==> config.mk <==
export PLATFORM = sky130hd
export DESIGN_NAME = syncRam
export DESIGN_NICKNAME = d
export VERILOG_FILES = /design/src/verilog/syncRam.sv
export SDC_FILE = /design/constraint.sdc
export NUM_CORES = 2
export LEC_CHECK = 0
export BUFFER_PORTS_ARGS = -buffer_cell sky130_fd_sc_hd__buf_2
export CAP_MARGIN = 25
export CORE_MARGIN = 4
export CORE_UTILIZATION = 30
export CTS_CLUSTER_DIAMETER = 40
export DETAILED_ROUTE_END_ITERATION = 7
export PLACE_DENSITY = 0.51
export RECOVER_POWER = 25
export REMOVE_ABC_BUFFERS = 1
export SKIP_LAST_GASP = 1
export SLEW_MARGIN = 20
export SYNTH_ARGS = -nofsm -noshare
export SYNTH_HDL_FRONTEND = slang
export SYNTH_SLANG_ARGS = --single-unit
export TNS_END_PERCENT = 20
==> constraint.sdc <==
create_clock -name clk -period 4.05 [get_ports clk]
set_clock_uncertainty 0.1 [all_clocks]
set_input_delay 0.405 -clock clk [delete_from_list [all_inputs] [get_ports clk]]
set_output_delay 0.405 -clock clk [all_outputs]
set_load 0.05 [all_outputs]
==> src/verilog/syncRam.sv <==
`timescale 1ns/10ps

module syncRam #(
  parameter type payloadT = logic [31:0],
  parameter int  Depth = 64
) (
  input  logic                     clk,
  input  logic                     en_i,
  input  logic                     we_i,
  input  logic [$clog2(Depth)-1:0] addr_i,
  input  payloadT                  wData_i,
  output payloadT                  rData_o
);

  payloadT mem [Depth];

  // read-first, output holds while the port is idle
  always_ff @(posedge clk) begin
    if (en_i) begin
      if (we_i) begin
        mem[addr_i] <= wData_i;
      end
      rData_o <= mem[addr_i];
    end
  end

endmodule
# Yosys cells after proc, flatten, opt, wreduce, memory -nomap -nowiden
# Memories as Yosys holds them, arrays and structs flattened. A register that Yosys moved wholly into a read port is not among the register bits.
# Cells that the tools add are included.
[op_classes]
addsub = 0
mul = 0
n_div = 0
magnitude_cmp = 0
n_eq_ne = 0
n_shift = 0
muxes = 3
bitwise = 0
reduce_logical = 0
[ops]
columns = ["operator", "count"]
rows = [
  ["2-to-1 mux 1 bit", 3],
]
[word_totals]
reg_bits = 0
latch_bits = 0
ram_bits = 2048
rom_bits = 0
in_bits = 41
elab_cells = 4
n_memories = 1
[mem_list]
columns = ["memory", "depth", "width", "read_ports", "rd_ports_with_merged_regs", "wr", "line", "source"]
rows = [
  ["mem", 64, 32, 1, 1, 1, "15", "payloadT mem [Depth];"],
]

# Logic depth before layout (Yosys ltp)
[depth]
ltp_word = 3
ltp_mapped = 9
depth_no_buf = 5

# Least setup slack after synthesis
# No wires, ideal clock.
[synth_path]
kind = "input to register"
start = "input port addr_i[0]"
end = "memory mem[0][0] (netlist name), enable pin"
arrival_ns = 2.948
setup_slack_ns = 0.581
cell_stages = 7
path_cell_list = "buf_4 > buf_4 > nor3_2 > buf_2 > buf_2 > nand2_1 > nor2_1"
[synth_rtl]
columns = ["element", "line", "source"]
rows = [
  ["from (decl)", "10", "input logic [$clog2(Depth)-1:0] addr_i,"],
  ["to (decl)", "15", ""],
]
# Straight into the memory's write port.

# Final worst setup path
[layout_path]
start = "input port wData_i[10] (netlist name)"
end = "memory mem[12][10] (netlist name) (data pin)"
[layout_rtl]
columns = ["element", "line", "source"]
rows = [
  ["from (decl)", "11", "input payloadT wData_i,"],
]
# Straight into the memory's write port.

==> run summary <==
In this run the power density over the cells is 544 nW/um^2. Summing internal, switching and leakage power gives 53.1 mW. The critical-path maximum fanout is 42.

The vertical die dimension is 525 microns. STA classifies the critical path endpoint as a register. The maximum level of the CTS H-tree is 5. The worst hold path belongs to the class in -> reg. On the final layout, the worst hold slack is 0.181 ns. The startpoint of the most critical hold path is addr_i[4]. The largest vdd supply drop is between 0.0003 and 0.0004 V. The number of warning messages in the yosys log came out at 0.

For the worst setup path, the data arrival time is 3.74 ns. The overall via count from detail_route came out at 47600. Setup repair after global routing left no endpoint under its margin. The worst-case register-to-register setup slack is 1.46 ns. The number of input and output port buffers inserted is 72.

In this run the cell area of the synthesized design comes to between 80000 and 90000 sq um. The top cell types in the final layout, fill and taps aside, are edfxtp_1, clkbuf_16, a22oi_1, a221oi_1, buf_4. The hold violation count in the final report is 0.

The clock latency of the later-clocked register in the worst-skew pair is roughly 0.91 ns. The time the worst path needs with I/O delays and setup came out at 3.16 ns. The number of cells on the worst reg-to-reg path is 5. The first global-routing pass estimated 372000 microns of wire.

The number of maximum-capacitance violations came out at 24. The pin count of the biggest net entering global routing is 168. Synthesis handed over a netlist of 4520 instances. The pre-antenna-repair detailed-routing pass consisted of 6 iterations. The maximum root-to-sink buffer count is 4. The worst register-to-register path ends at rData_o[19].

The checks that failed: capacitance limit, slew limit. Once the clock tree was built, the resizer swapped 0 gates to a different size. Broken down by cell family, the worst path's largest delay share belongs to buffers and inverters.

Walking the worst path, the cells encountered are dlygate4sd3_1, clkbuf_1, buf_4. The wire length reported by the detailed router is 267000 microns. The total overflow reported by the global router is 0. The total CTS buffers came out at between 300 and 400. The via count of the first global-routing pass came out at 46400. The filler-free cell count of the finished design came out at 8655. The largest stage delay on the critical path is 2.17 ns. The number of stages on the worst hold path came out at 3. The half-perimeter wire length of the detailed placement result came out at 159000 microns. The fmax is 0.317 GHz. The share of the cycle needed by the critical path after routing came out at 77.9%. The mean instance size in the synthesized netlist is 17.7 sq um. The worst hold path terminates at rData_o[0]. The overall fraction of global-route tracks in use came out at 18.7%. The share of the yosys chip area belonging to registers is 77.9%. The width of the die is 525 microns.

Clock-pin slew was measured on the worst setup and hold paths at 0.06 ns. The remaining number of nets flagged by the antenna check after routing is 0. The fraction of layout instances using a drive strength above 1 came out at 23.7%. The number of clock sinks is 2080. For this run, the leading register cell type out of synthesis is edfxtp_1. The total leakage power is 30.5 nW. The area of the core is roughly 270000 sq um. Once the floorplan was initialized, standard cells occupied 30.2% of the core. Across the whole layout, storage elements account for 62500 sq um.

The number of remaining DRC errors came out at 0. The worst register-to-register path begins at mem[35][19]. The die covers 276000 sq um. The final-report max-slew violation count came out at 880. The floorplan has 189 rows.

The share of synthesized flip-flops with an asynchronous set or reset is 0%. The area growth from synthesis to layout came out at 21.7%. The placer congestion estimate came out at 0.816.

73 I/O pins were placed. The number of fill cells is 24500. In the post-route analysis, the smallest setup slack over all paths is 0.893 ns. The number of antenna violations at the first check in global routing is 24. The area used by multi-input combinational logic came out at 16800 sq um.

The tightest slew margin relative to the limit is -133%. The routed length per placed instance came out at 30.9 microns. The critical path in this run is classified as in -> reg. The flow ran to the end, but the final reports show violations. The worst slack after detailed placement came out at 0.346 ns.

The number of flops mapped to enable cells by yosys came out at 2080. Clock tree synthesis selected as its root buffer the cell clkbuf_16. The total setup buffers inserted after CTS is 0. The TritonCTS clock tree is done. The number of placed cells counting well taps is around 8100.

The library cell used most frequently in the layout, excluding fill and tap cells, is edfxtp_1. On the critical path, the stage with the largest delay is an instance of clkbuf_1. The synthesis-stage register bit count is 2080. After clock tree synthesis, the flow added hold-fix buffers numbering 13. Setup violations remaining at the end of the flow were counted as 0.

The via density per instance is 5.50. The count of buffer and inverter cells on the critical path came out at 3. STA classifies the critical path startpoint as an input pin. For this block, the initial DRC count from the detailed router was 5802. Yosys mapped the design onto 68 distinct sky130hd cell types. At the pin with the least slew margin, the transition time is 3.49 ns. The data required time of the critical path is between 4 and 5 ns.

The post-layout net count is 4931.
[through the flow]
| step | area, sq um | util (%) | TNS [ns] |
|---|---|---|---|
| 4_1_cts | 97600 | 36.8 | 0 |
| 2_1_floorplan | 78600 | - | -3117.63 |
| 6_report | 97600 | 36.8 | 0 |
| 3_3_place_gp | 87000 | 32.8 | -1.28 |
| 3_5_place_dp | 87200 | 32.9 | 0 |
| 5_1_grt | 97600 | 36.8 | 0 |
[synthesized netlist by cell type, types with 64 or more instances]
master       n  area [sq um]
clkbuf_1   189           709
buf_2      114           571
nand3b_1   110           826
a21oi_1     90           450
o22ai_1     64           400
a22oi_1    293          2200
a221oi_1   283          2480
mux2_2     178          2000
nor2_1      74           278
o21ai_0     83           415
nor3b_1     64           480
nand3_1    116           581
edfxtp_1  2080         62500
mux2i_1    114          1140
[logic make-up (layout without fill, tap and decap cells)]
family | count (synthesis) | after routing | synth area share [%]
AOI/OAI and AO/OA | 1147 | 1147 | 10.8
DFF | 2080 | 2080 | 77.9
buffers and inverters | 369 | 965 | 2.10
other | 0 | 6 | 0
muxes | 312 | 312 | 4.45
and+or+nand+nor | 612 | 612 | 4.76
[power by group]
| part | total (mW) | internal (mW) | switching [mW] |
|---|---|---|---|
| clock | 26.5 | 16.7 | 9.84 |
| sequential | 23.9 | 23.9 | 0.0809 |
| combinational | 2.63 | 0.714 | 1.91 |
[worst reg2reg max path: stages, from the launching register on]
cell	delay (ns)
edfxtp_1	0.35
mux2_2	0.27
a221oi_1	0.27
o22ai_1	0.16
a211oi_1	0.99
nand3_1	0.15
[registers in the layout (all words and copies together), names as in the netlist]
name / count
rData_o: 32
mem: 2048
[worst max-delay path by stage]
stage,endpoint,start,cells after the start
6_report,mem[12][10],wData_i[10],3
3_3_place_gp,rData_o[11],addr_i[4],8
4_1_cts,rData_o[8],addr_i[1],9
2_1_floorplan,mem[29][0],addr_i[1],3
5_1_grt,mem[12][10],wData_i[10],3
3_5_place_dp,rData_o[8],addr_i[1],9
[final cells by class]
class,count,share of cell area [%]
timing repair buffer,424,3.80
sequential,2080,64.0
inverter,5,0.0256
multi-input combinational,2071,17.2
clock buffer,339,8.19
tap,3533,4.53
antenna,6,0.0154
clock inverter,197,2.29
[per-layer routing]
layer | vias to the layer above | GRT usage, % | wire length [microns]
met5 | - | 0 | 13
met4 | 2 | 4.98 | 6900
met3 | 418 | 3.71 | 21600
met2 | 2187 | 30.0 | 125000
met1 | 25200 | 26.1 | 113000
li1 | 19800 | - | -
Power figures use the tool's default switching activity.
