<file path="config.mk">
export PLATFORM = sky130hd
export DESIGN_NAME = axiRefillMaster
export DESIGN_NICKNAME = d
export VERILOG_FILES = /design/src/verilog/cachePkg.sv /design/src/verilog/axiRefillMaster.sv
export SDC_FILE = /design/constraint.sdc
export NUM_CORES = 1
export LEC_CHECK = 0
export ABC_CLOCK_PERIOD_IN_PS = 16600
export BUFFER_PORTS_ARGS = -buffer_cell sky130_fd_sc_hd__buf_2
export CAP_MARGIN = 10
export CORE_MARGIN = 1.5
export CORE_UTILIZATION = 25
export CTS_CLUSTER_DIAMETER = 80
export DETAILED_ROUTE_END_ITERATION = 16
export SLEW_MARGIN = 25
export SYNTH_ARGS = -nofsm -noshare
export SYNTH_HDL_FRONTEND = slang
export SYNTH_SLANG_ARGS = --single-unit
</file>
<file path="constraint.sdc">
create_clock -name clk -period 16.6 [get_ports clk]
set_input_delay 1.66 -clock clk [delete_from_list [all_inputs] [get_ports clk]]
set_output_delay 1.66 -clock clk [all_outputs]
set_load 0.03 [all_outputs]
</file>
<file path="src/verilog/cachePkg.sv">
package cachePkg;

  // processor address and load word
  localparam int AddrW = 32;
  localparam int Xlen = 64;

  // 32-byte lines of four 64-bit words
  localparam int BeatsPerLine = 4;
  localparam int OffsetW = 5;

  // word 0 sits at the low end, so line[beat] picks one word
  typedef logic [BeatsPerLine-1:0][Xlen-1:0] lineT;

  // controller states
  typedef enum logic [1:0] {
    idle    = 2'd0,
    compare = 2'd1,
    refill  = 2'd2,
    respond = 2'd3
  } cacheStateT;

endpackage

</file>
<file path="src/verilog/axiRefillMaster.sv">
`timescale 1ns/10ps

module axiRefillMaster (
  input  logic                                      clk,
  input  logic                                      rst_n,
  input  logic                                      arIssue_i,
  input  logic [cachePkg::AddrW-1:0]                lineAddr_i,
  input  logic [$clog2(cachePkg::BeatsPerLine)-1:0] beatIdx_i,
  input  logic                                      arReady_i,
  input  logic                                      rValid_i,
  input  logic [cachePkg::Xlen-1:0]                 rData_i,
  output logic                                      arValid_o,
  output logic [cachePkg::AddrW-1:0]                arAddr_o,
  output logic                                      rReady_o,
  output logic                                      beatDone_o,
  output cachePkg::lineT                            line_o
);
  import cachePkg::*;

  localparam int ByteW = OffsetW - $clog2(BeatsPerLine);

  assign beatDone_o = rValid_i && rReady_o;

  // AR held until accepted, then wait for its single R beat
  always_ff @(posedge clk or negedge rst_n) begin
    if (!rst_n) begin
      arValid_o <= 1'b0;
      rReady_o <= 1'b0;
    end else begin
      if (arIssue_i) begin
        arValid_o <= 1'b1;
      end else if (arReady_i) begin
        arValid_o <= 1'b0;
      end
      if (arValid_o && arReady_i) begin
        rReady_o <= 1'b1;
      end else if (beatDone_o) begin
        rReady_o <= 1'b0;
      end
    end
  end

  // word address of this beat
  always_ff @(posedge clk) begin
    if (arIssue_i) begin
      arAddr_o <= lineAddr_i + (AddrW'(beatIdx_i) << ByteW);
    end
  end

  always_ff @(posedge clk) begin
    if (beatDone_o) begin
      line_o[beatIdx_i] <= rData_i;
    end
  end

endmodule

</file>
; ---- Yosys cells after proc, flatten, opt, wreduce, memory -nomap -nowiden
; Cells that the tools add are included.
[totals]
latchBits = 0
n_memories = 0
inputBits = 103
ff_bits = 290
word_cells = 22
mem_bits_ro = 0
ram_bits = 0
[op_classes]
addsub = 1
n_reduce_logical = 5
muxes = 7
n_shift = 0
div_mod_pow = 0
bitwise = 0
eq_ne = 0
mul = 0
n_lt_le_gt_ge = 2
[op_table]
columns = op, n
row1 = 256-bit bitwise mux, 1
row2 = 64-bit demux with 2-bit select, 1
row3 = 64-bit 2-to-1 mux, 1
row4 = 32-bit by 5-bit adder with 32-bit output, 1
row5 = 1-bit 2-to-1 mux, 4
row6 = 2-bit nonzero test, 2
row7 = 1-bit logical AND, 3
row8 = "2-bit by 3-bit less-than comparator with 1-bit output, second input constant", 1
row9 = "2-bit by 1-bit >= comparator with 1-bit output, second input constant", 1

; ---- Depth between registers and ports, before layout
; Gate-level depths: netlist (run 1).
[depth]
ltp_word = 5
ltp_mapped = 6
depth_no_buf = 6

; ---- Worst setup path before layout (run 1)
; OpenSTA, ideal clock, no wires.
[synth_timing]
kind = input -> register
from = in beatIdx_i[1] (netlist bit)
to = reg line_o[0] (netlist bit), enable pin
setup_time_ns = 0.565
path_buffers = 0
arrival_ns = 6.124
required_ns = 16.035
path_slack_ns = 9.910
stages = 1
cell_sequence = nor3_1
[synth_rtl]
columns = item, line
row1 = from (decl), axiRefillMaster.sv:8  ; input logic [$clog2(cachePkg::BeatsPerLine)-1:0] beatIdx_i,
row2 = "to (signal, indexed assignment)", axiRefillMaster.sv:52  ; line_o[beatIdx_i] <= rData_i;
row3 = to (decl), axiRefillMaster.sv:16  ; output cachePkg::lineT line_o

; ---- Worst setup path after layout (run 1)
[layout_timing]
from = in rValid_i
to = out beatDone_o
[layout_between]
elab_chain_len = 1
[layout_lines]
columns = item, line
row1 = from (decl), axiRefillMaster.sv:10  ; input logic rValid_i,
row2 = 1-bit logical AND, axiRefillMaster.sv:22  ; assign beatDone_o = rValid_i && rReady_o;
row3 = to (decl), axiRefillMaster.sv:15  ; output logic beatDone_o,
; Every way passes these cells.

==> impl_metrics.tcl, run 1 <==
set metrics [dict create \
    outcome "finished clean" \
    power.internal_mw 1.24 \
    drt_iter0_markers 242 \
    worst_slew_pin_slew_ns 0.766 \
    fin_util_pct 35.3 \
    layout_min_cycle_time_ns 3.82 \
    fin_nets 921 \
    io_buffers 393 \
    layout_worst_path_cycle_share_pct 23.0 \
    netlist_area_mm2 0.00935 \
    clk_latency_ns 0.55 \
    setup_tns_ns 0 \
    setup_viol 0 \
    route.antenna.remaining_nets 0 \
    vias 5258 \
    crit_path_end_kind "output port" \
    fp.dieH_um 196 \
    cap_violations 0 \
    synth.net_count 492 \
    power.share.clock_pct 40.9 \
    critPathMaxFanout 3 \
    post_cts_buffers 0 \
    cts-hold-fix-buffers 0 \
    cts_buffers 30 \
    fin_cells 1307 \
    hold_ws_ns 0.530 \
    ios 394 \
    overflow 0 \
    dpl.hpwl_um 15700 \
    grt_use_total_pct 11.2 \
    fp.coreArea_mm2 0.0367 \
    via_per_inst 4.02 \
    grt_pass1_vias 5277 \
    switching_power_mw 0.347 \
    clkTransAtPathRegs_ns 0.06 \
    cp.arrival_ns 2.16 \
    grt_pass1_wl_um 32300 \
    worst_clock_skew_ns 0.00810 \
    max_freq_mhz 262 \
    start_util_pct 25.5 \
    hold_viol 0 \
    p_per_area_mw_per_mm2 123 \
    postCtsResizedCells 0 \
    slew_viol_final 0 \
    wire_per_inst_um 17.5 \
    synth-seq-area-share_pct 93.0 \
    synth.distinct_cells 24 \
    clockRootBuffer "clkbuf_16" \
    setup_slack_ns 12.78 \
    dr.pass1.iters 4 \
    globalplace.congestion 0.813 \
    nFillCells 3451 \
    switching_share_pct 21.8 \
    ys_warn_count 0 \
    die_w_um 196 \
    fp-row-count 70 \
    path_class "in2out" \
    place_inst 1250 \
    drive_gt1_share_pct 53.5 \
    comb_power_share_pct 6.6 \
    diodes 0 \
    avgSynthCellArea_um2 24.2 \
    min_path_type "reg2reg" \
    dp_slack_ns 12.78 \
    clkSinkCount 290 \
    slew_headroom_pct 48.9 \
    netlist_instances 386 \
    cp.required_ns 14.94 \
    cts_tree "done" \
    dieArea_mm2 0.0386 \
    p_leak_nw 4.95 \
    rsz0062_at_grt "no" \
    startpoint_type "primary input" \
    clk_path_buf_depth 3 \
    antenna_found_initial 1 \
    cts_htree_levels 1 \
    drt-total-wl_um 22900 \
    grt_max_degree 65 \
    area_growth_pct 38.5 \
    peakVddDrop_mv 0.0606 \
    drcViolationCount 0 \
    seqPwrFrac_pct 52.5 \
    ys_seq_elements 290 \
]
==> final timing paths <==
| kind | from | cells past startpoint | slack (ns) | to |
|---|---|---|---|---|
| worst max-delay path | rValid_i | 4 | 12.78 | beatDone_o |
| worst min-delay path | arValid_o | 1 | 0.53 | arValid_o |
| worst max register to register | rReady_o | 4 | 14.53 | line_o[46] |
| worst min register to register | arValid_o | 1 | 0.53 | arValid_o |
| max in group asynchronous | rst_n | 1 | 15.61 | rReady_o |
| min in group asynchronous | rst_n | 1 | 0.89 | arValid_o |
==> critical path, cell delays in order <==
cell and delay, ns:
buf_2 0.08, nand2_1 0.09, inv_1 0.12, buf_2 0.21
==> power groups by stage <==
stage          sequential (mW)  combinational [mW]  clock, mW
2_1_floorplan            0.894              0.0132          0
3_3_place_gp             0.851               0.104          0
3_5_place_dp             0.851               0.106          0
4_1_cts                  0.836               0.106      0.670
5_1_grt                  0.837               0.111      0.698
6_report                 0.836               0.105      0.652
==> flip-flops by register name (all words and copies together), names as in the netlist <==
signal,count
arValid_o,1
line_o,256
arAddr_o,32
rReady_o,1
==> final cells by class <==
type	instances	area [µm²]	share of cell area, %
timing repair buffer	398	2040	15.7
multi-input combinational	87	642	4.95
inverter	8	30.0	0.232
clock inverter	16	154	1.19
sequential	290	8700	67.1
clock buffer	40	810	6.25
tap	468	586	4.52
==> routing by layer <==
layer	track usage, %	part of all wire [%]	up-vias
li1	-	-	2397
met1	12.2	37	2544
met2	19.9	50	275
met3	4.09	9.8	40
met4	3.87	2.5	2
met5	0	0.044	-
==> cell families after synthesis <==
family / after synthesis / share of synthesized area [%]
AO/OA/AOI/OAI: 3 / 0.187
XOR/XNOR: 27 / 2.53
adder cells (fa/ha/maj): 3 / 0.482
buffers and inverters: 9 / 0.361
flip-flops: 290 / 93.0
AND/OR/NAND/NOR: 54 / 3.45
==> cells in the final DEF, fill, tap and decap left out, drive strengths merged <==
cell      n
and3      5
clkinv   12
edfxtp  288
xor2      3
nor2      4
nand2    12
nand3    14
and4      2
nor3      5
xnor2    24
ha        2
nand2b    1
buf     398
a21o      1
a21oi     1
o21ai     1
inv       9
bufinv    3
clkbuf   40
fa        1
dfrtp     2
nor4      3
nand4     8
==> cell usage after synthesis (all sizes together) <==
cell type / number / area share, %
dfrtp: 2 / 0.54
and4: 2 / 0.20
a21oi: 1 / 0.053
xnor2: 24 / 2.2
ha: 2 / 0.27
nor3: 5 / 0.27
xor2: 3 / 0.28
nor4: 3 / 0.49
nand3: 14 / 0.75
clkbuf: 1 / 0.040
inv: 8 / 0.32
and3: 5 / 0.33
o21ai: 1 / 0.053
nand2b: 1 / 0.067
nor2: 4 / 0.19
nand2: 12 / 0.48
edfxtp: 288 / 92
a21o: 1 / 0.080
nand4: 8 / 0.67
fa: 1 / 0.21
==> through the flow <==
step                cell area, µm²  total power [mW]
finish                       13000              1.59
global route                 13000              1.65
CTS                          12900              1.61
detailed placement           12000             0.957
global placement             11900             0.955
floorplan                     9350             0.907
No activity file was read; power rests on OpenSTA's default activity.
==> run 2: changes to the inputs <==
ABC_AREA = 1   (was unset)
ABC_CLOCK_PERIOD_IN_PS = 3880   (was 16600)
clock period = 3.88 ns   (was 16.6 ns; I/O delays follow)
==> run 2 against run 1 <==
  * Final cell count increased by 12%
  * Synthesized area grew 2.7%
  * Via count grew 11%
  * Largest power group unchanged
  * Sequential power grew to 4.3 times the previous value
  * Global-route usage grew 1.2 points
  * Flip-flop and latch count is the same
  * Critical path type is now reg2reg
  * Routed wire length is 14% higher
  * Core utilization down 0.051 points
  * First-iteration DRC count stayed put
  * Setup slack worse by 11 ns
  * Clock skew rose by 0.0033 ns
==> impl_metrics.tcl, run 2 <==
set metrics [dict create \
    outcome "finished clean" \
    totalPowerFinal_mw 6.97 \
    netlist_area_mm2 0.00960 \
    critical_path.top_delay_family "simple AND/OR/NAND/NOR gates" \
    worst_slew_pin_slew_ns 0.788 \
    p_per_area_mw_per_mm2 523 \
    layout_worst_path_cycle_share_pct 48.1 \
    ys.flop_type "edfxtp_1" \
    grt_use_total_pct 12.4 \
    top_register "line_o" \
    layout_commonest_cell "buf_2" \
    clk_latency_ns 0.56 \
    netlist_instances 489 \
    hold_ws_ns 0.0423 \
    cp.buffers_inverters 1 \
    dieArea_mm2 0.0396 \
    r2r-end "line_o[36]" \
    worstSetupStartpoint "rReady_o" \
    slew_headroom_pct 47.4 \
    drive_gt1_share_pct 47.6 \
    globalplace.congestion 0.887 \
    vias 5825 \
    cap_violations 0 \
    peakVddDrop_mv 0.285 \
    cp.required_ns 4.08 \
    hold_viol 0 \
    synth.distinct_cells 19 \
    cts_buffers 31 \
    clk_path_buf_depth 3 \
    fp.dieH_um 199 \
    yosys.area.top_type "edfxtp_1" \
    critPathMaxFanout 61 \
    layout_min_cycle_time_ns 1.87 \
    route.antenna.remaining_nets 0 \
    synth.most_common_cell "edfxtp_1" \
    io_buffers 393 \
    drt-total-wl_um 26100 \
    synth_area_leaders "edfxtp_1 (90%), nand2_1 (3.3%), nor2_1 (1.5%)" \
    seqPwrFrac_pct 51.8 \
    cp.arrival_ns 2.07 \
    path_class "reg2reg" \
    switching_share_pct 23.0 \
    setup_slack_ns 2.01 \
    rrSetupSlack_ns 2.01 \
    p_leak_nw 5.23 \
    clkTransAtPathRegs_ns 0.06 \
    drcViolationCount 0 \
    wire_per_inst_um 17.9 \
    startpoint_type "flip-flop" \
    nFillCells 3628 \
    clkSinkCount 290 \
    min_to "line_o[214]" \
    place_inst 1400 \
    antenna_found_initial 11 \
    area_growth_pct 38.6 \
    power.share.clock_pct 40.5 \
    crit_chain "nand2_1 > nor3_2 > buf_12" \
    setup_viol 0 \
    comb_power_share_pct 7.7 \
    cts_htree_levels 1 \
    synth_enable_flop_cells 288 \
    power.internal_mw 5.36 \
    dr.pass1.iters 4 \
    grt_pass1_wl_um 35900 \
    r2r-start "rReady_o" \
    dpl.hpwl_um 19300 \
    ys_warn_count 0 \
    yosys-top-cells-count "edfxtp_1 (288), nand2_1 (84), nor2_1 (39)" \
    dp_slack_ns 1.65 \
    clockRootBuffer "clkbuf_16" \
    reg.largest.list "line_o (256), arAddr_o (32)" \
    min_path_type "in2reg" \
    grt_max_degree 62 \
    slowest_stage "nor3_2" \
    fp.coreArea_mm2 0.0378 \
    fin_cells 1460 \
    max_freq_mhz 536 \
    post_cts_buffers 0 \
    setup_tns_ns 0 \
    via_per_inst 3.99 \
    min_path_cells 1 \
    ios 394 \
    overflow 0 \
    async_flop_share_pct 0.690 \
    path_depth 3 \
    rr_worst_depth 3 \
    fp-row-count 71 \
    start_util_pct 25.4 \
    switching_power_mw 1.60 \
    rsz0062_at_grt "no" \
    crit_path_end_kind "flip-flop" \
    die_w_um 199 \
    largest_register_ffs 256 \
    cts_tree "done" \
    hp-start "rData_i[22]" \
    slowest_delay_ns 0.47 \
    drt_iter0_markers 242 \
    synth.net_count 595 \
    worst_clock_skew_ns 0.0114 \
    grt_pass1_vias 5678 \
    final_cell_mix "buf_2 (393), edfxtp_1 (288), nand2_1 (84)" \
    synth-seq-area-share_pct 90.6 \
    slew_viol_final 0 \
    avgSynthCellArea_um2 19.6 \
    fin_nets 1033 \
    ys_seq_elements 290 \
    synth_top_area_share_pct 90.1 \
]
[run 2: cell types whose count changed after synthesis, moves of 4 or more]
cell      previous run  this run
and3_1               5         0
inv_1                8        29
nand2_1             12        84
nand3b_1             0         4
nand4_1              6         0
nor2_1               3        39
xnor2_1             24         7
[run 2: what timing repair did]
item	4_1_cts	5_1_grt
gates resized for setup	0	0
hold endpoints to repair	6	0
hold buffers	5	0
[run 2: layout make-up]
type	instances	area [µm²]	share of cell area, %
antenna	1	2.50	0.0188
clock buffer	35	791	5.94
clock inverter	19	176	1.33
inverter	29	109	0.818
multi-input combinational	170	816	6.13
sequential	290	8700	65.3
tap	511	639	4.80
timing repair buffer	405	2080	15.6
[run 2: worst max-delay path by stage]
stage | to | slack (ns)
6_report | line_o[36] | 2.01
5_1_grt | line_o[36] | 1.88
4_1_cts | line_o[45] | 1.97
3_5_place_dp | arAddr_o[23] | 1.65
3_3_place_gp | arAddr_o[23] | 1.68
2_1_floorplan | line_o[0] | -1.76
[run 2: power groups by stage]
stage	Clock, mW	Combinational [mW]	Sequential [mW]
global route	3.01	0.578	3.62
CTS	2.90	0.549	3.61
detailed placement	0	0.545	3.67
global placement	0	0.539	3.67
finish	2.82	0.539	3.61
floorplan	0	0.0742	3.90
[run 2: cells by family after synthesis]
kind of cell             count (synthesis)  synth area share (%)
flip-flops                             290                  90.6
buffers and inverters                   29                  1.13
AO/OA/AOI/OAI                            6                 0.378
AND/OR/NAND/NOR                        149                  6.35
adder cells (fa/ha/maj)                  3                 0.469
XOR/XNOR                                12                  1.09
[run 2: per-layer routing]
| layer | up-vias | share of wire, % | global-route usage (%) | wire length [µm] |
|---|---|---|---|---|
| met4 | 8 | 2.7 | 3.93 | 711 |
| met3 | 65 | 12 | 5.51 | 3230 |
| met5 | - | 0.21 | 0 | 55 |
| li1 | 2672 | - | - | - |
| met1 | 2752 | 36 | 13.3 | 9270 |
| met2 | 328 | 49 | 21.8 | 12800 |
[run 2: stage by stage]
stage	instance area [µm²]	utilization (%)
after floorplan	9600	-
after global placement	12300	32.6
after detailed placement	12300	32.6
after CTS	13300	35.3
after global routing	13300	35.3
final	13300	35.3
==> run 3: changes to the inputs <==
ABC_AREA = 0   (was 1)
ABC_CLOCK_PERIOD_IN_PS = 1760   (was 3880)
clock period = 1.76 ns   (was 3.88 ns; I/O delays follow)
==> run 3 against run 2 <==
  * Critical path depth is 4 higher
  * Clock power is 120% higher
  * Sequential share of layout area is 3.8 points lower
  * Via count is 2.8% lower
  * Sequential power is 120% higher
  * Combinational power is 120% higher
  * Clock skew is 0.0025 ns lower
  * Final cell count is 3.0% lower
  * Largest power group unchanged
==> impl_metrics.tcl, run 3 (synthesized netlist as in run 1, its figures left out) <==
set metrics [dict create \
    worstSetupStartpoint "lineAddr_i[8]" \
    startpoint_type "primary input" \
    fin_nets 1033 \
    setup_tns_ns 0 \
    cp.required_ns 2.06 \
    antenna_found_initial 0 \
    drt_iter0_markers 190 \
    rsz0062_at_grt "no" \
    crit_path_end_kind "flip-flop" \
    wire_per_inst_um 16.9 \
    setup_viol 0 \
    route.antenna.remaining_nets 0 \
    rr_worst_depth 3 \
    top_register "line_o" \
    diodes 0 \
    postCtsResizedCells 0 \
    nFillCells 3340 \
    rrSetupSlack_ns 0.30 \
    outcome "finished clean" \
    clkSinkCount 290 \
    overflow 0 \
    drcViolationCount 0 \
    die_w_um 196 \
    layout_worst_path_cycle_share_pct 88.5 \
    setup_slack_ns 0.203 \
    vias 5659 \
    fp.coreArea_mm2 0.0367 \
    area_growth_pct 51.1 \
    peakVddDrop_mv 0.520 \
    fp-row-count 70 \
    dp_slack_ns -0.151 \
    clkTransAtPathRegs_ns 0.06 \
    io_buffers 393 \
    critPathMaxFanout 6 \
    cts_tree "done" \
    r2r-start "rReady_o" \
    slew_viol_final 0 \
    cts-hold-fix-buffers 98 \
    reg.largest.list "line_o (256), arAddr_o (32)" \
    dpl.hpwl_um 16000 \
    clockRootBuffer "clkbuf_16" \
    slew_headroom_pct 74.2 \
    layout_min_cycle_time_ns 1.56 \
    path_class "in2reg" \
    cp.arrival_ns 1.85 \
    grt_use_total_pct 11.5 \
    grt_pass1_wl_um 33900 \
    largest_register_ffs 256 \
    worst_slew_pin_slew_ns 0.386 \
    layout_commonest_cell "buf_2" \
    min_path_type "in2reg" \
    r2r-end "line_o[33]" \
    clk_path_buf_depth 3 \
    cts_buffers 29 \
    dr.pass1.iters 4 \
    drive_gt1_share_pct 49.5 \
    drt-total-wl_um 23900 \
    fin_util_pct 38.5 \
    final_cell_mix "buf_2 (393), edfxtp_1 (288), dlygate4sd3_1 (98)" \
    globalplace.congestion 0.827 \
    p_per_area_mw_per_mm2 1070 \
    clk_latency_ns 0.54 \
    min_path_cells 2 \
    fp.dieH_um 196 \
    post_cts_buffers 0 \
    worst_clock_skew_ns 0.00899 \
    ios 394 \
    start_util_pct 25.5 \
    hp-start "lineAddr_i[20]" \
    via_per_inst 4.00 \
    cts_htree_levels 1 \
    grt_max_degree 45 \
    grt_pass1_vias 5894 \
    dieArea_mm2 0.0386 \
    max_freq_mhz 642 \
    p_leak_nw 5.45 \
    hold_viol 0 \
    cap_violations 0 \
    min_to "arAddr_o[20]" \
]
-- run 3: critical path, stage by stage --
cell,delay [ns]
dlygate4sd3_1,0.52
buf_2,0.17
nand4_2,0.20
nor4_2,0.36
buf_4,0.19
nand3_1,0.09
xnor2_1,0.14
-- run 3: report_power, final --
part | internal (mW) | switching, mW
Clock | 3.60 | 2.50
Combinational | 0.430 | 0.782
Sequential | 7.83 | 0.0510
Total | 11.9 | 3.34
-- run 3: worst max path at each step --
stage                              end  cells past startpoint
after floorplan              line_o[0]                      2
after global placement    arAddr_o[31]                      8
after detailed placement  arAddr_o[31]                      8
after CTS                   beatDone_o                      3
after global routing      arAddr_o[30]                      7
final                     arAddr_o[30]                      7
-- run 3: metal layers --
| metal | GRT usage (%) | part of all wire [%] |
|---|---|---|
| met5 | 0 | 0 |
| met4 | 3.56 | 1.7 |
| met3 | 3.94 | 9.5 |
| met2 | 21.3 | 51 |
| met1 | 12.4 | 37 |
-- run 3: through the flow --
step / total power, mW / std cells / hold slack (ns) / area [µm²]
floorplan: 8.55 / 386 / -0.120 / 9400
detailed placement: 9.07 / 1266 / -0.0334 / 12200
finish: 15.2 / 1416 / 0.0615 / 14100
CTS: 15.4 / 1416 / 0.0264 / 14100
global placement: 9.06 / 1266 / -0.0373 / 12200
global route: 15.7 / 1416 / 0.0545 / 14100
-- run 3: area by class of cell --
type                    count  area [µm²]  share of cell area [%]
clock buffers              32         737                    5.21
clock inverters            20         211                    1.50
inverters                   8        30.0                   0.212
multi-input cells          87         662                    4.68
flip-flops and latches    290        8700                    61.5
well taps                 468         586                    4.14
repair buffers            511        3210                    22.7
