==> config.mk <==
export PLATFORM = sky130hd
export DESIGN_NAME = lookupStage
export DESIGN_NICKNAME = d
export VERILOG_FILES = /design/src/verilog/cachePkg.sv /design/src/verilog/lookupStage.sv
export SDC_FILE = /design/constraint.sdc
export NUM_CORES = 1
export LEC_CHECK = 0
export ABC_AREA = 1
export BUFFER_PORTS_ARGS = -buffer_cell sky130_fd_sc_hd__buf_2
export CAP_MARGIN = 25
export CELL_PAD_IN_SITES_DETAIL_PLACEMENT = 0
export CELL_PAD_IN_SITES_GLOBAL_PLACEMENT = 1
export CORE_AREA = 2 2 367 369
export CTS_BUF_LIST = sky130_fd_sc_hd__clkbuf_2
export DETAILED_ROUTE_END_ITERATION = 8
export DIE_AREA = 0 0 369 371
export GPL_TIMING_DRIVEN = 0
export PLACE_DENSITY = 0.37
export SYNTH_ARGS = -nofsm -noshare
export SYNTH_HDL_FRONTEND = slang
export SYNTH_SLANG_ARGS = --single-unit
==> constraint.sdc <==
create_clock -name clk -period 2.2 [get_ports clk]
set_input_delay 0.22 -clock clk [delete_from_list [all_inputs] [get_ports clk]]
set_output_delay 0.22 -clock clk [all_outputs]
set_load 0.02 [all_outputs]
==> src/verilog/cachePkg.sv <==
package cachePkg;

  // processor address and load word
  localparam int AddrW = 32;
  localparam int Xlen = 64;

  // 32-byte lines of four 64-bit words
  localparam int BeatsPerLine = 4;
  localparam int OffsetW = 5;

  // word 0 sits at the low end, so line[beat] picks one word
  typedef logic [BeatsPerLine-1:0][Xlen-1:0] lineT;

  // controller states
  typedef enum logic [1:0] {
    idle    = 2'd0,
    compare = 2'd1,
    refill  = 2'd2,
    respond = 2'd3
  } cacheStateT;

endpackage

==> src/verilog/lookupStage.sv <==
`timescale 1ns/10ps

module lookupStage #(
  parameter int  NumSets = 64,
  localparam int IndexW = $clog2(NumSets),
  localparam int TagW = cachePkg::AddrW - IndexW - cachePkg::OffsetW
) (
  input  logic                      clk,
  input  logic                      rst_n,
  input  logic                      accept_i,
  input  logic [cachePkg::AddrW-1:0] reqAddr_i,
  input  logic [TagW-1:0]           tag0_i,
  input  logic [TagW-1:0]           tag1_i,
  input  cachePkg::lineT            line0_i,
  input  cachePkg::lineT            line1_i,
  input  cachePkg::lineT            refillLine_i,
  input  logic                      valid0_i,
  input  logic                      valid1_i,
  input  logic                      respondRefill_i,
  input  logic                      respLoad_i,
  output logic                      hit_o,
  output logic [IndexW-1:0]         index_o,
  output logic [cachePkg::AddrW-1:0] lineAddr_o,
  output logic [cachePkg::Xlen-1:0] respData_o
);
  import cachePkg::*;

  localparam int WordSelW = $clog2(BeatsPerLine);
  localparam int ByteW = OffsetW - WordSelW;

  logic [AddrW-1:0] addrQ;
  logic [TagW-1:0] tagQ;
  logic [WordSelW-1:0] wordSel;
  logic match0;
  logic match1;
  lineT srcLine;

  always_ff @(posedge clk or negedge rst_n) begin
    if (!rst_n) begin
      addrQ <= '0;
    end else if (accept_i) begin
      addrQ <= reqAddr_i;
    end
  end

  // address fields of the request in compare
  assign tagQ = addrQ[AddrW-1 -: TagW];
  assign index_o = addrQ[OffsetW +: IndexW];
  assign wordSel = addrQ[ByteW +: WordSelW];
  assign lineAddr_o = {addrQ[AddrW-1:OffsetW], {OffsetW{1'b0}}};

  assign match0 = valid0_i && (tag0_i == tagQ);
  assign match1 = valid1_i && (tag1_i == tagQ);
  assign hit_o = match0 || match1;

  // refill line bypasses the RAMs on a miss
  always_comb begin
    if (respondRefill_i) begin
      srcLine = refillLine_i;
    end else if (match1) begin
      srcLine = line1_i;
    end else begin
      srcLine = line0_i;
    end
  end

  always_ff @(posedge clk) begin
    if (respLoad_i) begin
      respData_o <= srcLine[wordSel];
    end
  end

endmodule

---- After elaboration in Yosys (flattened, before gate mapping) ----
Index checks and enable logic that the tools add are counted.
cells by class
  order comparisons ....................... 1
  equality and inequality tests ........... 2
  muxes and demuxes ....................... 4
  reductions and logical operators ........ 3
operators by type and width
  cell                  count
  $mux W256             2
  $bmux W64 S2          1
  $mux W64              1
  $eq A21 B21 Y1        2
  $lt A2 B3 Y1 const B  1
  $logic_and A1 B1 Y1   2
  $logic_or A1 B1 Y1    1
storage, ports and cells
  register bits ........................... 96
  logic and storage cells ................. 12
  output and inout port bits .............. 103

---- Depth between registers and ports, before layout ----
Gate-level depths: netlist of run 1.
  depth after elaboration ................. 6
  gate-level depth with buffers ........... 15
  gate-level depth less buffers ........... 13

---- Least setup slack after synthesis of run 1 ----
Ideal clock, no wire load.
  kind .................................... reg-to-reg
  start point ............................. register addrQ[18]
  end point ............................... register respData_o[43] (netlist bit), data pin
  required time ........................... 1.947 ns
  slack ................................... 0.363 ns
  stages on the path, launching flop included .. 15
  arrival time ............................ 1.584 ns
  buffers on the path ..................... 2
  cell sequence ........................... dfrtp_1 > nand2_1 > nand2_1 > nor2_1 > nand2_1 > nor2_2 > nand3_2 > buf_2 > buf_2 > nand2_1 > nand3_1 > nand2_1 > nand2_1 > nand2_1 > nand2_1
between the ends
  longest elaborated chain between the ends .. 6
ends and longest elaborated chain
  item                            line               RTL
  start: declaration              lookupStage.sv:31  logic [AddrW-1:0] addrQ;
  start signal: assignment        lookupStage.sv:42  addrQ <= reqAddr_i;
  $eq A21 B21 Y1                  lookupStage.sv:53  assign match1 = valid1_i && (tag1_i == tagQ);
  $logic_and A1 B1 Y1             lookupStage.sv:53
  $mux W256                       lookupStage.sv:60  end else if (match1) begin
  $mux W256                       lookupStage.sv:58  if (respondRefill_i) begin
  $bmux W64 S2                    lookupStage.sv:69  respData_o <= srcLine[wordSel];
  $mux W64 (not written as such)  lookupStage.sv:69
  end signal: assignment          lookupStage.sv:69
  end: declaration                lookupStage.sv:24  output logic [cachePkg::Xlen-1:0] respData_o
Every way passes these cells. The select of a mux whose other input is x is not followed.
A chain may end at the register's enable or synchronous reset.

---- Final worst setup path of run 1 ----
  start point ............................. register addrQ[28]
  end point ............................... output port hit_o
between the ends
  longest elaborated chain between the ends .. 3
ends and longest elaborated chain
  item                                    line                                  RTL
  $eq A21 B21 Y1 (on tied branches)       lookupStage.sv:52, lookupStage.sv:53
  $logic_and A1 B1 Y1 (on tied branches)  lookupStage.sv:52, lookupStage.sv:53
  $logic_or A1 B1 Y1 (*)                  lookupStage.sv:54                     assign hit_o = match0 || match1;
  end: declaration                        lookupStage.sv:21                     output logic hit_o,
Every way passes the cells marked *; elsewhere a longest branch is shown, timed or not.

==> impl_metrics.tcl, run 1 <==
set metrics [dict create \
    timing.rr.start "addrQ[22]$_DFFE_PN0P_" \
    cts_tree "done" \
    port_buffers 942 \
    grt_start_max_net_pins 34 \
    synth_enable_flop_cells 64 \
    area_delta_synth_final_pct 132 \
    design.final.nets 5138 \
    route.detailed.drc 0 \
    req_time_crit_path_ns 1.98 \
    detail_route.first_pass.iterations 5 \
    highest_clock_rate_ghz 0.346 \
    rows 134 \
    synth-seq-cells 93 \
    global_route.overflow_total 0 \
    initial_core_util_pct 9.65 \
    synth.avg_cell_area_um2 5.28 \
    synth_top_cells_by_area "nand2_1 27%, nor2_1 15%, edfxtp_1 15%" \
    grt_pass1_wl_mm 200 \
    yosys_warnings 0 \
    timing.reg2reg.worst_path_depth 16 \
    number_of_cells_in_the_finished_layout_apart_from_fillers 6082 \
    synth_ff_type "edfxtp_1" \
    drive_gt1_share_pct 28.9 \
    finalSetupViolCount 65 \
    vias 24116 \
    power.static_leakage_nw 14.5 \
    cts.reportedPaths.clkPinSlew_ns 0.45 \
    via_per_inst 3.97 \
    cp_cell_sequence "nand2_1 -> nand2_1 -> nor2_1 -> nand2_1 -> nor2_4 -> nand3_4 -> buf_12 -> buf_12 -> nand2_4 -> buf_6" \
    mapped_cell_area_mm2 0.0128 \
    layout_setup_ws_ns -0.691 \
    routed_wirelength_mm 152 \
    placed_cells_incl_taps 5149 \
    critical_path.slowest_cell "dfrtp_2" \
    core_area_mm2 0.133 \
    arrival_time_at_the_worst_endpoint_ns 2.67 \
    worst_hold_path.num_cells 3 \
    post-synth-top-area-cell "nand2_1" \
    ctsLongestPathBuffers 2 \
    die_w_um 369 \
    maxCapViolCount 0 \
    worstMarginPinSlew_ns 1.05 \
    worst_ir_drop_vdd_uv 215 \
    yosysMostFrequentCell "nand2_1" \
    tritoncts.num_buffers 9 \
    min-delay-path-class "primary input to flop" \
    setup.worst_path.end_class "output pin" \
    boundaryPins 952 \
    synthCells 2427 \
    worst-setup-path-type "flop to output pin" \
    grt.total_usage_pct 21.1 \
    drt_iter0_markers 1465 \
    finalWeightedCongestion 0.909 \
    clock_root_buffer "clkbuf_2" \
    cts-htree-levels 3 \
    setup.reg_to_reg.worst_slack_ns -0.61 \
    number_of_antenna_violations_at_the_first_check_in_global_routing 43 \
    post_drt_wl_per_cell_um 25.0 \
    grt_pass1_vias 25478 \
    fin_crit_ns 2.89 \
    yosysTopAreaCellShare_pct 27.4 \
    fp.dieH_um 371 \
    critical_path.max_stage_delay_ns 0.53 \
    drv_slew 0 \
    route.antenna.remaining_nets 0 \
    hold_start "accept_i" \
    outcome "finished, violations left" \
    fin_setup_tns_ns -28.35 \
    crit_path_max_fanout 3 \
    cpLargestDelayFamily "simple AND/OR/NAND/NOR gates" \
    report.final.hold_viol_count 0 \
    period_share_pct 131 \
    timing.critical_path.from_type "flop" \
    worstHoldEndpoint "addrQ[21]$_DFFE_PN0P_" \
    synth.cells.most_frequent "936 x nand2_1, 528 x nor2_1, 258 x nand3_1" \
    reg_to_reg_critical_path_endpoint "respData_o[41]$_DFFE_PP_" \
    fin_total_pwr_mw 9.14 \
    place.detailed.hpwl_mm 124 \
    final.setup_skew_ns 0.0860 \
    rsz0062_at_grt "true" \
    worstSkewPairLatency_ns 0.97 \
    maxSlewHeadroom_pct 30.2 \
    post_synth_num_cell_types 26 \
    seq_area_frac_synth_pct 20.7 \
    die_area_mm2 0.137 \
    clock_sink_count 93 \
    synth_async_sr_flop_share_pct 31.2 \
    preCtsSetupSlack_ns -1.22 \
    crit_top_cell "nand2_1" \
    power.density_cell_area_mw_per_mm2 307 \
    critPathBufInv 3 \
    violations "negative setup slack" \
]
[sequential cells by signal, indices dropped and copies added, names as in the netlist]
register,count
respData_o,64
addrQ,29
[metrics by stage]
stage          area, um^2  util (%)  hold WS, ns
6_report            29700      22.4        0.137
5_1_grt             29700      22.4       0.0565
4_1_cts             29400      22.1      0.00136
3_5_place_dp        19900      15.0        0.406
3_3_place_gp        19800      14.9        0.413
2_1_floorplan       12800         -      -0.0756
[power by group]
group	switching (mW)	internal [mW]	total [mW]
combinational	3.08	2.54	5.62
sequential	0.0848	2.12	2.20
clock	1.02	0.302	1.32
[per-layer routing]
metal  up-vias  wire length, um  global-route usage, %
li1      11668                -                      -
met1     11387            65800                   26.8
met2       899            73700                   36.8
met3       146             7890                   3.18
met4        16             4260                   5.95
met5         -              102                      0
[worst register-to-register path, cell delays in order, from the launching register on]
cell and delay [ns]:
dfrtp_1 0.50, inv_2 0.08, nand2_2 0.08, nand2_2 0.05, nor2_2 0.12, nand2_2 0.07
nor2_4 0.20, buf_4 0.18, buf_6 0.16, buf_12 0.20, buf_8 0.19, nand4_1 0.27
nand3_1 0.18, nand2_1 0.12, nand2_1 0.11, nand2_1 0.05, nand2_1 0.10
[what timing repair did]
action / 4_1_cts / 5_1_grt
endpoints found under the hold margin: 186 / 0
setup buffers: 18 / 8
gates cloned: 0 / 2
gates resized for setup: 143 / 63
pin swaps: 13 / 17
hold buffers: 871 / 0
endpoints found under the setup margin: 69 / 69
[area by class of cell]
type                    count  area (um^2)
diodes                     20         50.0
plain buffers             254         1600
clock buffers               9         45.0
clock inverters             7         85.1
fillers                 15564       103000
inverters                  44          165
multi-input cells        2040         9010
flip-flops and latches     93         2650
well taps                1768         2210
repair buffers           1847        13900
[worst max-delay path by stage]
| stage | cells after the start | from | endpoint |
|---|---|---|---|
| after floorplan | 14 | addrQ[18]$_DFFE_PN0P_ | respData_o[43]$_DFFE_PP_ |
| after global placement | 7 | addrQ[3]$_DFFE_PN0P_ | respData_o[38]$_DFFE_PP_ |
| after detailed placement | 14 | addrQ[18]$_DFFE_PN0P_ | respData_o[41]$_DFFE_PP_ |
| after CTS | 11 | addrQ[25]$_DFFE_PN0P_ | hit_o |
| after global routing | 11 | addrQ[22]$_DFFE_PN0P_ | hit_o |
| final | 10 | addrQ[28]$_DFFE_PN0P_ | hit_o |
[placed cells by master (no fill, tap or decap), types with 58 or more instances in the layout]
master / n
dlygate4sd3_1: 870
buf_4: 77
buf_2: 982
nand2_1: 909
edfxtp_1: 64
nand4_1: 256
nand3_1: 240
nor2_1: 524
clkbuf_1: 58
[kinds of logic after synthesis]
logic type / synth area share (%)
simple gates: 65.8
flops: 20.7
xor+xnor: 0.342
compound gates: 1.69
mux: 0.527
other cells: 0.0293
buf+inv: 10.9
Power figures use the tool's default switching activity.
==> inputs of run 2 (changes only) <==
Settings changed: SKIP_LAST_GASP set to 1.
==> run 2 against run 1 <==
  * The flow still finishes with violations (negative setup slack)
  * Total power is essentially flat
  * Hold slack improved by 0.010 ns
  * Routed wire length rose by 0.22%
  * Sequential power about the same
  * Clock skew down 0.0073 ns
  * Die area unchanged
  * Combinational power hardly changed
  * Critical path depth rose by 1
  * First-iteration DRC count decreased by 0.20%
  * Register-to-register slack hardly changed
  * Sequential cell count unchanged
  * Clock-buffer cell count unchanged
==> impl_metrics.tcl, run 2 (synthesis results as in run 1) <==
set metrics [dict create \
    fin_crit_ns 2.88 \
    worstMarginPinSlew_ns 1.04 \
    maxCapViolCount 0 \
    routed_wirelength_mm 152 \
    preCtsSetupSlack_ns -1.22 \
    initial_core_util_pct 9.65 \
    boundaryPins 952 \
    cts.reportedPaths.clkPinSlew_ns 0.44 \
    worst-setup-path-type "flop to output pin" \
    mostFrequentLayoutCell "buf_2" \
    design.final.nets 5143 \
    timing.critical_path.from_type "flop" \
    min-delay-path-class "primary input to flop" \
    critPathBufInv 4 \
    grt.total_usage_pct 21.1 \
    tritoncts.num_buffers 9 \
    req_time_crit_path_ns 1.98 \
    outcome "finished, violations left" \
    global_route.overflow_total 0 \
    hold-worst-slack_ns 0.147 \
    commonest_non_fill_non_tap_cells_in_the_layout "987 x buf_2, 902 x nand2_1, 870 x dlygate4sd3_1" \
    rows 134 \
    route.detailed.drc 0 \
    violations "negative setup slack" \
    power.density_cell_area_mw_per_mm2 306 \
    grt_pass1_vias 25500 \
    use_met3_pct 3.08 \
    registers_with_the_highest_flip_flop_counts "respData_o: 64 flops, addrQ: 29 flops" \
    drt_iter0_markers 1462 \
    report.final.hold_viol_count 0 \
    grt_pass1_wl_mm 200 \
    finalWeightedCongestion 0.909 \
    vias 24208 \
    detail_route.first_pass.iterations 6 \
    crit_path_max_fanout 4 \
    use_met1_pct 26.8 \
    critical_path.max_stage_delay_ns 0.50 \
    critical_path.slowest_cell "dfrtp_1" \
    cts_tree "done" \
    period_share_pct 131 \
    layout_setup_ws_ns -0.681 \
    die_area_mm2 0.137 \
    drive_gt1_share_pct 29.4 \
    clock_sink_count 93 \
    clock_root_buffer "clkbuf_2" \
    fp.dieH_um 371 \
    fin_total_pwr_mw 9.15 \
    fin_setup_tns_ns -29.20 \
    final.setup_skew_ns 0.0786 \
    setup.worst_path.end_class "output pin" \
    cts-htree-levels 3 \
    crit_top_cell "nand2_2" \
    multiInputGateArea_mm2 0.00907 \
    area_delta_synth_final_pct 133 \
    core_area_mm2 0.133 \
    place.detailed.hpwl_mm 124 \
    route.antenna.remaining_nets 0 \
    worstSkewPairLatency_ns 0.96 \
    sequential_cell_area_mm2 0.00265 \
    maxSlewHeadroom_pct 30.5 \
    post_drt_wl_per_cell_um 25.0 \
    grtUsageMet2_pct 36.9 \
    port_buffers 942 \
    ctsLongestPathBuffers 2 \
    grt_start_max_net_pins 34 \
    arrival_time_at_the_worst_endpoint_ns 2.66 \
    finalSetupViolCount 65 \
    drv_slew 0 \
    highest_clock_rate_ghz 0.347 \
    largest_reg_flops 64 \
    num-fill-cells 15564 \
    rsz0062_at_grt "true" \
    power.static_leakage_nw 14.6 \
    top_usage_layer "met2" \
    die_w_um 369 \
    cpLargestDelayFamily "simple AND/OR/NAND/NOR gates" \
    via_per_inst 3.98 \
    cp_cell_sequence "inv_2 -> nand2_2 -> nand2_2 -> nor2_2 -> nand2_2 -> nor2_4 -> nand3_4 -> buf_12 -> buf_12 -> nand2_4 -> buf_6" \
    worst_ir_drop_vdd_uv 223 \
    number_of_antenna_violations_at_the_first_check_in_global_routing 41 \
    largest_register "respData_o" \
]
==> run 2: tightest hold or removal path, stage by stage <==
cell      delay, ns
clkbuf_1       0.25
clkbuf_1       0.37
o21ai_0        0.27
==> run 2: layer usage <==
layer / share of wire, % / vias up
li1: - / 11674
met1: 43 / 11472
met2: 49 / 897
met3: 5.1 / 149
met4: 2.8 / 16
met5: 0.060 / -
==> run 2: path summary, 6_finish.rpt <==
check,from,endpoint,slack [ns],depth (start not counted)
max reg2reg,addrQ[22]$_DFFE_PN0P_,respData_o[41]$_DFFE_PP_,-0.62,16
max in group asynchronous,rst_n,addrQ[17]$_DFFE_PN0P_,1.71,4
min,accept_i,addrQ[21]$_DFFE_PN0P_,0.15,3
min in group asynchronous,rst_n,addrQ[8]$_DFFE_PN0P_,0.23,4
max,addrQ[22]$_DFFE_PN0P_,hit_o,-0.68,11
min reg2reg,addrQ[31]$_DFFE_PN0P_,addrQ[31]$_DFFE_PN0P_,0.59,2
==> run 2: area by class of cell <==
class | instances | area share, %
Multi-Input combinational cell | 2040 | 30.4
Sequential cell | 93 | 8.88
Tap cell | 1768 | 7.40
Buffer | 253 | 5.45
Timing Repair Buffer | 1853 | 46.8
Clock buffer | 9 | 0.151
Antenna cell | 19 | 0.159
Inverter | 44 | 0.552
Clock inverter | 7 | 0.285
==> run 2: through the flow <==
step	cell area [um^2]	util, %	cells
global route	29900	22.5	6079
CTS	29300	22.1	6054
global placement	19800	14.9	5141
floorplan	12800	-	2431
finish	29900	22.5	6086
detailed placement	19900	15.0	5149
==> run 2: power breakdown <==
group,switching (mW),leakage (nW),internal (mW)
registers,0.0830,0.980,2.12
logic,3.09,13.5,2.53
clock network,1.03,0.0818,0.302
total,4.20,14.6,4.95
==> run 2: what timing repair did <==
| item | in CTS | in global routing |
|---|---|---|
| hold buffers | 871 | 0 |
| cloned | 0 | 3 |
| setup buffers | 18 | 12 |
| endpoints found under the setup margin | 69 | 69 |
| hold endpoints to repair | 186 | 0 |
| gates resized for setup | 114 | 112 |
| pin swaps | 13 | 24 |
==> inputs of run 3 (changes only) <==
Settings changed: SKIP_CTS_REPAIR_TIMING set to 1.
==> run 3 against run 2 <==
  * The run still ends with negative setup slack left
  * Setup slack worse by 0.14 ns
  * Final area down 1.5%
  * Fmax down 4.8%
  * Routed wire length down 1.2%
  * Critical path type unchanged
  * Largest cell class unchanged
==> impl_metrics.tcl, run 3 (synthesis results as in run 1) <==
set metrics [dict create \
    area_delta_synth_final_pct 130 \
    power.static_leakage_nw 14.4 \
    core_area_mm2 0.133 \
    clock_sink_count 93 \
    route.antenna.remaining_nets 0 \
    timing.rr.start "addrQ[28]$_DFFE_PN0P_" \
    mostFrequentLayoutCell "buf_2" \
    commonest_non_fill_non_tap_cells_in_the_layout "1003 x buf_2, 875 x nand2_1, 841 x dlygate4sd3_1" \
    multiInputGateArea_mm2 0.00914 \
    final_core_utilization_pct 22.2 \
    global_route.overflow_total 0 \
    via_per_inst 3.98 \
    clock_root_buffer "clkbuf_2" \
    tritoncts.num_buffers 9 \
    cts-htree-levels 3 \
    maxCapViolCount 0 \
    hold_start "line1_i[165]" \
    grt.total_usage_pct 20.4 \
    maxSlewHeadroom_pct 30.0 \
    die_area_mm2 0.137 \
    fp.dieH_um 371 \
    rows 134 \
    final.setup_skew_ns 0.0791 \
    post_drt_wl_per_cell_um 24.8 \
    place.detailed.hpwl_mm 124 \
    fin_crit_ns 3.03 \
    worst-setup-path-type "flop to output pin" \
    timing.critical_path.from_type "flop" \
    fin_total_pwr_mw 9.10 \
    detail_route.first_pass.iterations 8 \
    worst_ir_drop_vdd_uv 216 \
    cts_tree "done" \
    route.detailed.drc 0 \
    worstMarginPinSlew_ns 1.05 \
    registers_with_the_highest_flip_flop_counts "respData_o: 64 flops, addrQ: 29 flops" \
    critical_path.startpoint "addrQ[28]$_DFFE_PN0P_" \
    drt_iter0_markers 1529 \
    initial_core_util_pct 9.65 \
    number_of_antenna_violations_at_the_first_check_in_global_routing 46 \
    violations "negative setup slack" \
    grt_pass1_vias 21022 \
    largest_reg_flops 64 \
    routed_wirelength_mm 150 \
    report.final.hold_viol_count 0 \
    grt_pass1_wl_mm 188 \
    cts.reportedPaths.clkPinSlew_ns 0.44 \
    boundaryPins 952 \
    outcome "finished, violations left" \
    crit_path_max_fanout 5 \
    power.density_cell_area_mw_per_mm2 309 \
    period_share_pct 138 \
    drv_slew 0 \
    die_w_um 369 \
    sequential_cell_area_mm2 0.00265 \
    highest_clock_rate_ghz 0.331 \
    drive_gt1_share_pct 29.9 \
    largest_register "respData_o" \
    preCtsSetupSlack_ns -1.22 \
    port_buffers 942 \
    num-fill-cells 15552 \
    finalSetupViolCount 65 \
    layout_setup_ws_ns -0.825 \
    setup.worst_path.end_class "output pin" \
    ctsLongestPathBuffers 2 \
    arrival_time_at_the_worst_endpoint_ns 2.81 \
    min-delay-path-class "primary input to flop" \
    fin_setup_tns_ns -30.43 \
    finalWeightedCongestion 0.909 \
    req_time_crit_path_ns 1.98 \
    rsz0062_at_grt "true" \
    design.final.nets 5108 \
    grt_start_max_net_pins 34 \
    vias 24073 \
    worstSkewPairLatency_ns 0.97 \
]
[run 3: layer usage]
layer	track usage (%)	part of all wire (%)	vias to the layer above
met1	25.6	43	11350
met4	4.78	2.0	18
li1	-	-	11605
met5	0	0.077	-
met3	4.20	5.2	137
met2	35.5	49	963
[run 3: stage by stage]
step           area, um^2  hold slack, ns  cells
2_1_floorplan       12800         -0.0756   2431
3_3_place_gp        19800           0.413   5141
3_5_place_dp        19900           0.406   5149
4_1_cts             20000          -0.838   5165
5_1_grt             29400         -0.0454   6048
6_report            29400          0.0450   6056
[run 3: worst paths after layout]
kind,endpoint,cells past startpoint,slack (ns)
max,hit_o,10,-0.83
min,respData_o[37]$_DFFE_PP_,7,0.04
max reg2reg,respData_o[1]$_DFFE_PP_,13,-0.67
min reg2reg,addrQ[10]$_DFFE_PN0P_,1,0.59
max in group asynchronous,addrQ[11]$_DFFE_PN0P_,4,1.70
min in group asynchronous,addrQ[8]$_DFFE_PN0P_,4,0.26
[run 3: cell type report]
class | count | area share (%)
repair buffers | 1819 | 46.0
multi-input cells | 2040 | 31.0
flip-flops and latches | 93 | 9.01
well taps | 1768 | 7.51
plain buffers | 252 | 5.18
inverters | 44 | 0.561
clock inverters | 7 | 0.289
diodes | 24 | 0.204
clock buffers | 9 | 0.153
[run 3: power by group]
group	internal (mW)	leakage [nW]	switching [mW]
combinational	2.50	13.3	3.09
clock	0.302	0.0818	1.02
sequential	2.12	0.980	0.0823
total	4.91	14.4	4.19
[run 3: worst max-delay path: stages (launching register included)]
cell and delay, ns:
dfrtp_2 0.54, nand2_1 0.12, nand2_1 0.09, nor2_1 0.12
nand2_1 0.10, nor2_4 0.23, nand3_4 0.16, buf_12 0.18
buf_12 0.13, nand2_4 0.05, buf_6 0.12
